## src/hw/loader_pkg.sv

```systemverilog
// ----------------------------------------
// Shared types and constants for the cartridge image loader
// Imported by every loader module
// ----------------------------------------
package loader_pkg;

  // One download or memory data byte
  typedef logic [7:0] byte_t;

  // Memory byte address
  typedef logic [21:0] rom_addr_t;

  // Rounded up power of two of units, capped at 7
  typedef logic [2:0] size_code_t;

  // Mapper number from header bytes 7 and 6
  typedef logic [7:0] mapper_t;

  // Flag word handed to the console core
  // {16'b0, chr_ram, vertical, chr size code, prg size code, mapper}
  typedef logic [31:0] mapper_flags_t;

  // Unit count from header byte 4 or 5
  typedef logic [7:0] unit_count_t;

  // Writer FSM
  typedef enum logic [2:0] {
    wait_header,  // Header bytes still coming in
    load_prg,     // Program section
    load_chr,     // Character section
    finished,     // Whole image written
    failed        // Header rejected
  } writer_state_t;

  // Magic bytes N, E, S, 0x1A with byte 0 in the top lane
  localparam logic [31:0] INES_MAGIC = 32'h4E45_531A;

  // Header length in bytes
  localparam int HEADER_BYTES = 16;

  // Character section start, only bit 21 set
  localparam rom_addr_t CHR_BASE = 22'h20_0000;

endpackage
```

## src/hw/rom_loader_top.sv

```systemverilog
// ----------------------------------------
// Cartridge image loader top level
// Header decode, image writer and memory slot in a chain
// ----------------------------------------
`timescale 1ns/100ps

module rom_loader_top
  import loader_pkg::*;
#(
  parameter int PRG_UNIT_BITS = 14,              // 16 KiB program units
  parameter int CHR_UNIT_BITS = 13               // 8 KiB character units
) (
  input  logic          clk,
  input  logic          reset,
  input  byte_t         in_data,
  input  logic          in_strobe,
  output rom_addr_t     mem_addr,
  output byte_t         mem_data,
  output logic          mem_write,
  output mapper_flags_t mapper_flags,
  output logic          done,
  output logic          error
);

  // Decoder to writer
  logic        header_ok;
  logic        header_bad;
  unit_count_t prg_units;
  unit_count_t chr_units;

  // Writer to slot
  logic        wr_req;
  rom_addr_t   wr_addr;
  byte_t       wr_data;

  ines_header_decode i_ines_header_decode (
    .clk          (clk),
    .reset        (reset),
    .in_data      (in_data),
    .in_strobe    (in_strobe),
    .header_ok    (header_ok),
    .header_bad   (header_bad),
    .prg_units    (prg_units),
    .chr_units    (chr_units),
    .mapper_flags (mapper_flags)                 // Straight to the console
  );

  image_writer #(
    .PRG_UNIT_BITS (PRG_UNIT_BITS),
    .CHR_UNIT_BITS (CHR_UNIT_BITS)
  ) i_image_writer (
    .clk        (clk),
    .reset      (reset),
    .in_data    (in_data),
    .in_strobe  (in_strobe),
    .header_ok  (header_ok),
    .header_bad (header_bad),
    .prg_units  (prg_units),
    .chr_units  (chr_units),
    .wr_req     (wr_req),
    .wr_addr    (wr_addr),
    .wr_data    (wr_data),
    .done       (done),
    .error      (error)
  );

  mem_write_slot i_mem_write_slot (
    .clk       (clk),
    .reset     (reset),
    .wr_req    (wr_req),
    .wr_addr   (wr_addr),
    .wr_data   (wr_data),
    .mem_addr  (mem_addr),
    .mem_data  (mem_data),
    .mem_write (mem_write)
  );

endmodule

```

## src/hw/mem_write_slot.sv

```systemverilog
// ----------------------------------------
// Holds one write and issues it in the memory slot
// The slot comes every fourth clock at phase 3
// ----------------------------------------
`timescale 1ns/100ps

module mem_write_slot
  import loader_pkg::*;
(
  input  logic      clk,
  input  logic      reset,
  input  logic      wr_req,
  input  rom_addr_t wr_addr,
  input  byte_t     wr_data,
  output rom_addr_t mem_addr,
  output byte_t     mem_data,
  output logic      mem_write
);

  logic [1:0] phase;                             // Free running slot phase
  logic       pending;                           // Write waiting for its slot
  logic       slot;
  rom_addr_t  held_addr;
  byte_t      held_data;

  assign slot = (phase == 2'd3);

  // Phase, pending flag and write pulse
  always_ff @(posedge clk) begin
    if (reset) begin
      phase     <= '0;
      pending   <= 1'b0;
      mem_write <= 1'b0;
    end else begin
      phase     <= phase + 2'd1;
      mem_write <= slot && pending;              // High for one clock
      if (slot)
        pending <= 1'b0;
      if (wr_req)
        pending <= 1'b1;                         // New request wins over the clear
    end
  end

  // Latch on request
  always_ff @(posedge clk) begin
    if (wr_req) begin
      held_addr <= wr_addr;
      held_data <= wr_data;
    end
  end

  // Output copy taken in the slot
  // Stays put even if the next request lands during the pulse
  always_ff @(posedge clk) begin
    if (slot && pending) begin
      mem_addr <= held_addr;
      mem_data <= held_data;
    end
  end

endmodule

```

## src/hw/image_writer.sv

```systemverilog
// ----------------------------------------
// Writes the program and character sections after a good header
// One write request per strobe while bytes are left
// ----------------------------------------
`timescale 1ns/100ps

module image_writer
  import loader_pkg::*;
#(
  parameter int PRG_UNIT_BITS = 14,
  parameter int CHR_UNIT_BITS = 13
) (
  input  logic        clk,
  input  logic        reset,
  input  byte_t       in_data,
  input  logic        in_strobe,
  input  logic        header_ok,
  input  logic        header_bad,
  input  unit_count_t prg_units,
  input  unit_count_t chr_units,
  output logic        wr_req,
  output rom_addr_t   wr_addr,
  output byte_t       wr_data,
  output logic        done,
  output logic        error
);

  writer_state_t state;
  rom_addr_t     addr;                           // Next target address
  logic [21:0]   bytes_left;                     // Bytes still due in this section
  logic [21:0]   prg_bytes;
  logic [21:0]   chr_bytes;
  logic          loading;
  logic          write_now;

  // Section lengths in bytes
  assign prg_bytes = 22'(prg_units) << PRG_UNIT_BITS;
  assign chr_bytes = 22'(chr_units) << CHR_UNIT_BITS;

  assign loading   = (state == load_prg) || (state == load_chr);
  assign write_now = loading && in_strobe && (bytes_left != '0);

  // FSM with address and byte counter
  always_ff @(posedge clk) begin
    if (reset) begin
      state      <= wait_header;
      wr_req     <= 1'b0;
      addr       <= '0;
      bytes_left <= '0;
    end else begin
      wr_req <= write_now;                       // One clock per accepted byte
      case (state)
        wait_header: begin
          if (header_bad) begin
            state <= failed;
          end else if (header_ok) begin
            state      <= load_prg;
            addr       <= '0;                    // PRG from address zero
            bytes_left <= prg_bytes;
          end
        end
        load_prg: begin
          if (bytes_left == '0) begin
            state      <= load_chr;
            addr       <= CHR_BASE;
            bytes_left <= chr_bytes;             // Zero for CHR RAM carts
          end
        end
        load_chr: begin
          if (bytes_left == '0)
            state <= finished;
        end
        default: begin
          state <= state;                        // Terminal until reset
        end
      endcase
      // Never coincides with a section change since bytes_left is nonzero
      if (write_now) begin
        addr       <= addr + 22'd1;
        bytes_left <= bytes_left - 22'd1;
      end
    end
  end

  // Request payload
  always_ff @(posedge clk) begin
    if (write_now) begin
      wr_addr <= addr;
      wr_data <= in_data;
    end
  end

  // Sticky status levels
  assign done  = (state == finished);
  assign error = (state == failed);

endmodule

```

## src/hw/ines_header_decode.sv

```systemverilog
// ----------------------------------------
// Captures the iNES header from the byte stream and decodes it
// Pulses header_ok or header_bad once the 16th byte is in
// ----------------------------------------
`timescale 1ns/100ps

module ines_header_decode
  import loader_pkg::*;
(
  input  logic          clk,
  input  logic          reset,
  input  byte_t         in_data,
  input  logic          in_strobe,
  output logic          header_ok,
  output logic          header_bad,
  output unit_count_t   prg_units,
  output unit_count_t   chr_units,
  output mapper_flags_t mapper_flags
);

  byte_t       ines [HEADER_BYTES];              // Raw header bytes
  logic [3:0]  byte_count;                       // Next header slot
  logic        header_full;                      // Capture stops here
  logic        capture;
  logic        magic_ok;
  logic        flags_ok;
  size_code_t  prg_code;
  size_code_t  chr_code;
  mapper_t     mapper;
  logic        chr_ram;
  logic        vertical;

  // Smallest power of two that holds the count, saturating at 7
  function automatic size_code_t size_code(unit_count_t units);
    size_code_t code;
    code = 3'd7;                                 // Anything above 64 units
    for (int i = 6; i >= 0; i--) begin
      if (units <= (unit_count_t'(1) << i))
        code = size_code_t'(i);                  // Keep the smallest fit
    end
    return code;
  endfunction

  assign capture = in_strobe && !header_full;

  // Header storage
  always_ff @(posedge clk) begin
    if (capture)
      ines[byte_count] <= in_data;
  end

  // Byte counter and verdict pulses
  always_ff @(posedge clk) begin
    if (reset) begin
      byte_count  <= '0;
      header_full <= 1'b0;
      header_ok   <= 1'b0;
      header_bad  <= 1'b0;
    end else begin
      header_ok  <= 1'b0;                        // Pulses by default
      header_bad <= 1'b0;
      if (capture) begin
        byte_count <= byte_count + 4'd1;
        if (byte_count == 4'(HEADER_BYTES - 1)) begin
          header_full <= 1'b1;
          // Bytes 0 to 6 are already stored by now
          header_ok  <= magic_ok && flags_ok;
          header_bad <= !(magic_ok && flags_ok);
        end
      end
    end
  end

  // Checks on the stored header
  assign magic_ok = ({ines[0], ines[1], ines[2], ines[3]} == INES_MAGIC);
  assign flags_ok = !ines[6][2] && !ines[6][3];  // Trainer and four screen not supported

  // Section sizes
  assign prg_units = ines[4];
  assign chr_units = ines[5];
  assign prg_code  = size_code(prg_units);
  assign chr_code  = size_code(chr_units);

  // Mapper fields
  assign mapper   = {ines[7][7:4], ines[6][7:4]}; // High nibble from byte 7
  assign vertical = ines[6][0];
  assign chr_ram  = (chr_units == '0);           // No CHR ROM means CHR RAM

  assign mapper_flags = {16'b0, chr_ram, vertical, chr_code, prg_code, mapper};

endmodule

```

## config.mk

```make
export PLATFORM = sky130hd
export DESIGN_NAME = rom_loader_top
export DESIGN_NICKNAME = d
export VERILOG_FILES = /design/src/hw/loader_pkg.sv /design/src/hw/rom_loader_top.sv /design/src/hw/mem_write_slot.sv /design/src/hw/image_writer.sv /design/src/hw/ines_header_decode.sv
export SDC_FILE = /design/constraint.sdc
export NUM_CORES = 1
export LEC_CHECK = 0
export BUFFER_PORTS_ARGS = -buffer_cell sky130_fd_sc_hd__buf_4
export CAP_MARGIN = 20
export CORE_MARGIN = 3
export CORE_UTILIZATION = 40
export CTS_CLUSTER_SIZE = 24
export DETAILED_ROUTE_END_ITERATION = 16
export GPL_TIMING_DRIVEN = 1
export PLACE_DENSITY = 0.64
export REMOVE_ABC_BUFFERS = 1
export SLEW_MARGIN = 20
export SYNTH_ARGS = -nofsm -noshare
export SYNTH_HDL_FRONTEND = slang
export SYNTH_HIERARCHICAL = 1
export SYNTH_SLANG_ARGS = --single-unit
export TNS_END_PERCENT = 1
```

## constraint.sdc

```tcl
create_clock -name clk -period 2.3 [get_ports clk]
set_clock_uncertainty 0.1 [all_clocks]
set_input_delay 0.23 -clock clk [delete_from_list [all_inputs] [get_ports clk]]
set_output_delay 0.23 -clock clk [all_outputs]
set_load 0.01 [all_outputs]
```

; Word level (Yosys, flattened, before mapping)
; Memory sizes are Yosys's and may differ from the RTL's.
; Cells that the tools add are included.
[classes]
add_sub_neg = 4
mux = 33
n_reduce_logical = 22
n_bitwise = 2
n_eq_ne = 13
n_lt_le_gt_ge = 14
[ops]
columns = op, count
row1 = two-way mux 22 bit, 8
row2 = case mux 22 bit (2 select lines), 2
row3 = two-way mux 3 bit, 12
row4 = equality test 32 x 31 -> 1 bit (second input constant), 1
row5 = adder 22 x 1 -> 22 bit (second input constant), 1
row6 = zero test 22 bit, 1
row7 = nonzero test 22 bit, 1
row8 = subtractor 22 x 1 -> 22 bit (second input constant), 1
row9 = <= comparator 8 x 1 -> 1 bit (second input constant), 2
row10 = <= comparator 8 x 2 -> 1 bit (second input constant), 2
row11 = <= comparator 8 x 3 -> 1 bit (second input constant), 2
row12 = <= comparator 8 x 4 -> 1 bit (second input constant), 2
row13 = <= comparator 8 x 5 -> 1 bit (second input constant), 2
row14 = <= comparator 8 x 6 -> 1 bit (second input constant), 2
row15 = <= comparator 8 x 7 -> 1 bit (second input constant), 2
row16 = != test 3 x 2 -> 1 bit (second input constant), 3
row17 = case mux 3 bit (3 select lines), 1
row18 = zero test 8 bit, 1
row19 = two-way mux 2 bit, 4
row20 = AND reduction 4 bit, 2
row21 = equality test 3 x 2 -> 1 bit (second input constant), 2
row22 = logical AND 1 bit, 6
row23 = two-way mux 1 bit, 6
row24 = nonzero test 3 bit, 2
row25 = other kinds (15), 20
[totals]
out_inout_bits = 65
input_bits = 11
ram_bits = 128
regBits = 149
elab_cells = 106
mem_count = 1
[memory_table]
columns = memory, depth, word_bits, read_ports, rd_clocked_by_memory_dff, write_ports, line_no
row1 = i_ines_header_decode.ines, 16, 8, 8, 0, 1, ines_header_decode.sv:21  ; byte_t ines [HEADER_BYTES];

; Longest topological paths before layout
; An unclocked memory read counts as a cell.
[logic_depth]
ltp_word = 9
mapped_depth = 9

; By module
; Netlist, hierarchy kept.
[by_module_without_submodules]
columns = module, area_per_inst_um2, cells_per_inst, instances, seq_area_each_um2
row1 = image_writer, 3773.6, 369, 1, 1861.8
row2 = ines_header_decode, 2646.3, 177, 1, 1911.8
row3 = mem_write_slot, 1945.6, 72, 1, 1881.8

; Worst setup path before layout
; No wires, ideal clock.
[synth_path]
kind = register -> register
from = register i_image_writer.state[2]
to = register i_image_writer.addr[11]
path_slack_ns = 0.148
t_arrival_ns = 1.961
setup_time_ns = 0.091
stages_incl_launch_ff = 9
period_less_slack_ns = 2.152
path_buffers = 2
path_cell_list = dfxtp_1 > buf_4 > nand2b_1 > nor2_4 > o21ai_2 > inv_2 > buf_2 > a21oi_1 > a311oi_1
[synth_via]
elab_chain_cells = 6
word_cells_on_any_way = 13
classes_between = eq/ne: 5 / mux: 2 / reduce/logical: 6
[synth_rtl]
columns = item, line_no
row1 = "start, declared", image_writer.sv:28  ; writer_state_t state;
row2 = "start signal, assigned", image_writer.sv:46  ; state <= wait_header;
row3 = "start signal, assigned", image_writer.sv:55  ; state <= failed;
row4 = "start signal, assigned", image_writer.sv:57  ; state <= load_prg;
row5 = equality test 3 x 1 -> 1 bit or equality test 3 x 2 -> 1 bit (tied branches), image_writer.sv:40  ; assign loading = (state == load_prg) || (state == load_chr);
row6 = logical OR 1 bit *, image_writer.sv:40
row7 = logical AND 1 bit * (2 in series), image_writer.sv:41  ; assign write_now = loading && in_strobe && (bytes_left != '0);
row8 = named net i_image_writer.write_now, image_writer.sv:34  ; logic write_now;
row9 = != test 3 x 2 -> 1 bit (no source line) or nonzero test 3 bit (tied branches), -
row10 = AND reduction 4 bit (no source line), -
row11 = "end signal, assigned", image_writer.sv:79  ; addr <= addr + 22'd1;
row12 = "end, declared", image_writer.sv:29  ; rom_addr_t addr;
; Mark *: on every way through the listed nets, which the timed path passes. The rest lies on a longest branch.
; A chain may end at the register's enable or synchronous reset.

==> results.rst <==
.. list-table::
   :header-rows: 1

   * - Metric
     - Value
   * - Post-route DRC
     - 0
   * - Area of the die
     - 22700 sq um
   * - Internal Dissipation
     - 8.31 mW
   * - Hold violation count in the final report
     - 0
   * - Data arrival, critical path
     - 2.04 ns
   * - Ratio of cells with drive above 1 in the final layout
     - 24.7%
   * - Post-route fraction of the period consumed by the critical path
     - 103%
   * - Sequential fraction of the synthesis area
     - 67.6%
   * - Multi-input logic area
     - 2480 sq um
   * - Max_slew headroom
     - 62.3%
   * - CTS Buf Count
     - 22
   * - Async SR Flop Fraction
     - 0%
   * - Max-cap violations
     - 0
   * - Aggregate global routing overflow
     - 0
   * - Pin count of the biggest net entering global routing
     - 32
   * - RSZ-0062 raised after global routing
     - true
   * - Most instantiated library cell after synthesis
     - sky130_fd_sc_hd__edfxtp_1
   * - Per-cell routed wire length
     - 17.2 um
   * - WP data required
     - 1.97 ns
   * - RePlAce Congestion
     - 0.832
   * - TritonRoute pass-1 iters
     - 5
   * - Clock buffer depth
     - 3
   * - Cell types occupying the most area after synthesis
     - sky130_fd_sc_hd__edfxtp_1 53%, sky130_fd_sc_hd__dfxtp_1 14%, sky130_fd_sc_hd__buf_4 2.3%
   * - Transition time at the pin with the least slew margin
     - 0.562 ns
   * - Classification of the worst setup path
     - reg -> out
   * - Post-synthesis cell type with the largest combined area
     - sky130_fd_sc_hd__edfxtp_1
   * - Post-synth top flop
     - sky130_fd_sc_hd__edfxtp_1
   * - Storage element area
     - 5660 sq um
   * - Clock latency reported for the late side of the worst-skew pair
     - 0.51 ns
   * - TritonCTS clock tree
     - done
   * - Vias in the first global route
     - 5173
   * - Logic gate share of total power
     - 35.3%
   * - Standard cell with the maximum stage delay on the critical path
     - sky130_fd_sc_hd__or4_4
   * - Layout Area Growth over Synthesis
     - 20.8%
   * - Distinct cell type count of the synthesized netlist
     - 84
   * - Post-DP HPWL
     - 11.8 mm
   * - Yosys warning count
     - 6
   * - Net switching power figure
     - 4.39 mW
   * - Global Route Usage Sum
     - 15.3%
   * - Number of port buffers
     - 59
   * - Row Count
     - 52
   * - Synthesized flop and latch total
     - 208
   * - Number of nets in the finished design
     - 745
   * - Time the final worst path needs with I/O delays and setup
     - 2.37 ns
   * - Clock transition at the register clock pins on the worst setup and hold paths after CTS
     - 0.05 ns
   * - Class of the worst hold path
     - in -> reg
   * - Clock H-tree levels
     - 1
   * - Longest individual stage delay on the worst path
     - 0.57 ns
   * - Critical Path End Type
     - output port
   * - Peak supply drop
     - 0.880 mV
   * - Failing checks
     - setup timing
   * - Cell area after technology mapping
     - 8370 sq um
   * - Routed via count divided by cell count
     - 5.32
   * - Vertical extent of the die
     - 151 um
   * - List of cells traversed by the critical path
     - or4_4 -> a2111o_1 -> buf_6
   * - Setup-failing EPs final
     - 2
   * - Fin Hold WS
     - 0.219 ns
   * - Violation count after the first detailed-route iteration
     - 529
   * - Wire length after detailed routing
     - 17.4 mm
   * - Worst Setup Slack post-DPL
     - 0.0722 ns
   * - Routed Antenna Nets
     - 0
   * - Critical Path Source Type
     - flop
   * - TritonCTS sink count
     - 208
   * - Power per cell area
     - 1260 nW/um^2
   * - Number of fill cells
     - 1736
   * - Top-level port count
     - 76
   * - Via count
     - 5379
   * - CP max FO
     - 3
   * - Maximum clock frequency
     - 0.422 GHz
   * - Most frequent cells after synthesis
     - 149 x sky130_fd_sc_hd__edfxtp_1, 59 x sky130_fd_sc_hd__dfxtp_1, 37 x sky130_fd_sc_hd__nor2_1
   * - Leak
     - 3.57 nW
   * - Final-report max-slew violation count
     - 0
   * - Number of antenna violations at the first check in global routing
     - 0
   * - Cell count after synthesis
     - 618
   * - ANT cells
     - 0
   * - Part of the power in the clock network
     - 26.1%
   * - Clock root cell
     - sky130_fd_sc_hd__clkbuf_16
   * - Avg Cell Area, Syn
     - 13.5 sq um
   * - Wire length of the first global-routing pass
     - 27.8 mm
   * - Sequential Power Share
     - 38.6%
   * - Overall die width
     - 151 um
   * - Placeable core area
     - 20400 sq um
   * - Area fraction of the dominant cell type after synthesis
     - 53.5%
   * - Switching share of power
     - 34.6%
   * - Utilization of the core after routing
     - 49.6%
   * - Worst-case setup margin in the final layout
     - -0.0714 ns
   * - Number of enable flip-flop cells after synthesis
     - 149
   * - Initial cell density of the core
     - 41.1%
   * - Result of the run
     - finished, violations left
==> state kept, by name (all words and copies together) (netlist names) <==
register and flops:
i_ines_header_decode/ines 59, i_image_writer/addr 22, i_image_writer/bytes_left 22, i_image_writer/wr_addr 22, i_mem_write_slot/held_addr 22, i_mem_write_slot/mem_addr 22, i_image_writer/wr_data 8, i_mem_write_slot/held_data 8
i_mem_write_slot/mem_data 8, i_ines_header_decode/byte_count 4, i_image_writer/state 3, i_mem_write_slot/phase 2, i_image_writer/wr_req 1, i_ines_header_decode/header_bad 1, i_ines_header_decode/header_full 1, i_ines_header_decode/header_ok 1
i_mem_write_slot/mem_write 1, i_mem_write_slot/pending 1
==> cell families (layout without fill, tap and decap cells) <==
| logic type | count (synthesis) | count (layout) | synth area share (%) |
|---|---|---|---|
| flops | 208 | 208 | 67.6 |
| buf+inv | 58 | 167 | 4.23 |
| fa+ha+maj | 8 | 8 | 1.20 |
| mux | 5 | 5 | 0.628 |
| compound gates | 101 | 101 | 8.73 |
| simple gates | 230 | 230 | 16.8 |
| xor+xnor | 7 | 7 | 0.733 |
| other cells | 1 | 16 | 0.0448 |
==> per-layer routing <==
| metal | share of wire, % | GRT usage (%) |
|---|---|---|
| met1 | 43 | 20.8 |
| met4 | 2.8 | 5.17 |
| met3 | 6.2 | 2.59 |
| met5 | 0 | 0 |
| met2 | 48 | 25.1 |
==> critical path: cells and delay by family, from the launching register on <==
family	cells	cell delay, ns
compound gates	1	0.42
flops	1	0.41
simple gates	1	0.57
buf+inv	1	0.14
==> layout make-up <==
cell class	count	area share, %
clock inverter	11	1.00
tap	270	3.34
inverter	14	0.520
timing repair buffer	113	8.82
clock buffer	29	5.81
multi-input combinational	367	24.5
sequential	208	56.0
==> cell usage in the layout, fill, tap and decap left out, types with 4 or more instances in the layout <==
master and instances:
sky130_fd_sc_hd__a21oi_1 20, sky130_fd_sc_hd__inv_1 12, sky130_fd_sc_hd__dfxtp_1 59, sky130_fd_sc_hd__nor4_1 10, sky130_fd_sc_hd__or3_1 11, sky130_fd_sc_hd__and2_1 8
sky130_fd_sc_hd__nor4bb_1 4, sky130_fd_sc_hd__o31ai_1 8, sky130_fd_sc_hd__nor3_1 12, sky130_fd_sc_hd__and3_1 9, sky130_fd_sc_hd__o21ai_0 9, sky130_fd_sc_hd__or4_1 14
sky130_fd_sc_hd__buf_4 101, sky130_fd_sc_hd__nor2_1 37, sky130_fd_sc_hd__o211ai_1 10, sky130_fd_sc_hd__ha_1 8, sky130_fd_sc_hd__conb_1 16, sky130_fd_sc_hd__a31oi_1 8
sky130_fd_sc_hd__nand3_1 24, sky130_fd_sc_hd__or2_2 7, sky130_fd_sc_hd__nor4b_1 5, sky130_fd_sc_hd__clkbuf_16 22, sky130_fd_sc_hd__xor2_1 5, sky130_fd_sc_hd__nand2_1 35
sky130_fd_sc_hd__edfxtp_1 149, sky130_fd_sc_hd__dlygate4sd3_1 9, sky130_fd_sc_hd__nand4_1 12, sky130_fd_sc_hd__nand2b_1 7, sky130_fd_sc_hd__nor4_4 4, sky130_fd_sc_hd__clkbuf_1 6
==> per-stage QoR <==
stage	setup TNS, ns	area (sq um)	total power [mW]	cells
finish	-0.0806	10100	12.7	1012
global route	-0.390	10100	13.4	1012
CTS	-0.265	10000	12.8	1009
detailed placement	0	9180	9.41	953
global placement	0	9180	9.32	953
floorplan	-13.19	8120	7.66	589
==> power by group through the flow <==
stage | Sequential [mW] | Combinational [mW] | Clock, mW
after CTS | 4.90 | 4.47 | 3.41
after detailed placement | 4.98 | 4.43 | 0
final | 4.90 | 4.48 | 3.32
after global placement | 4.95 | 4.37 | 0
after floorplan | 4.98 | 2.68 | 0
after global routing | 4.95 | 4.91 | 3.57
==> worst paths after layout <==
path | to | slack (ns) | depth (start not counted) | startpoint
worst max register to register | i_image_writer/addr[17] | 0.15 | 5 | i_image_writer/addr[3]
worst max-delay path | mapper_flags[9] | -0.07 | 3 | i_ines_header_decode/ines[4][0]
worst min-delay path | i_ines_header_decode/header_ok | 0.22 | 5 | in_strobe
worst min register to register | i_mem_write_slot/held_data[4] | 0.31 | 0 | i_image_writer/wr_data[4]
==> what timing repair did <==
action                                  in CTS  in global routing
endpoints found under the hold margin       73                  0
endpoints found under the setup margin       5                 19
pin swaps                                    2                  8
buffers inserted                             7                  3
hold buffers                                 9                  0
gates resized for setup                      4                 13
(Power assumes the default switching activity.)
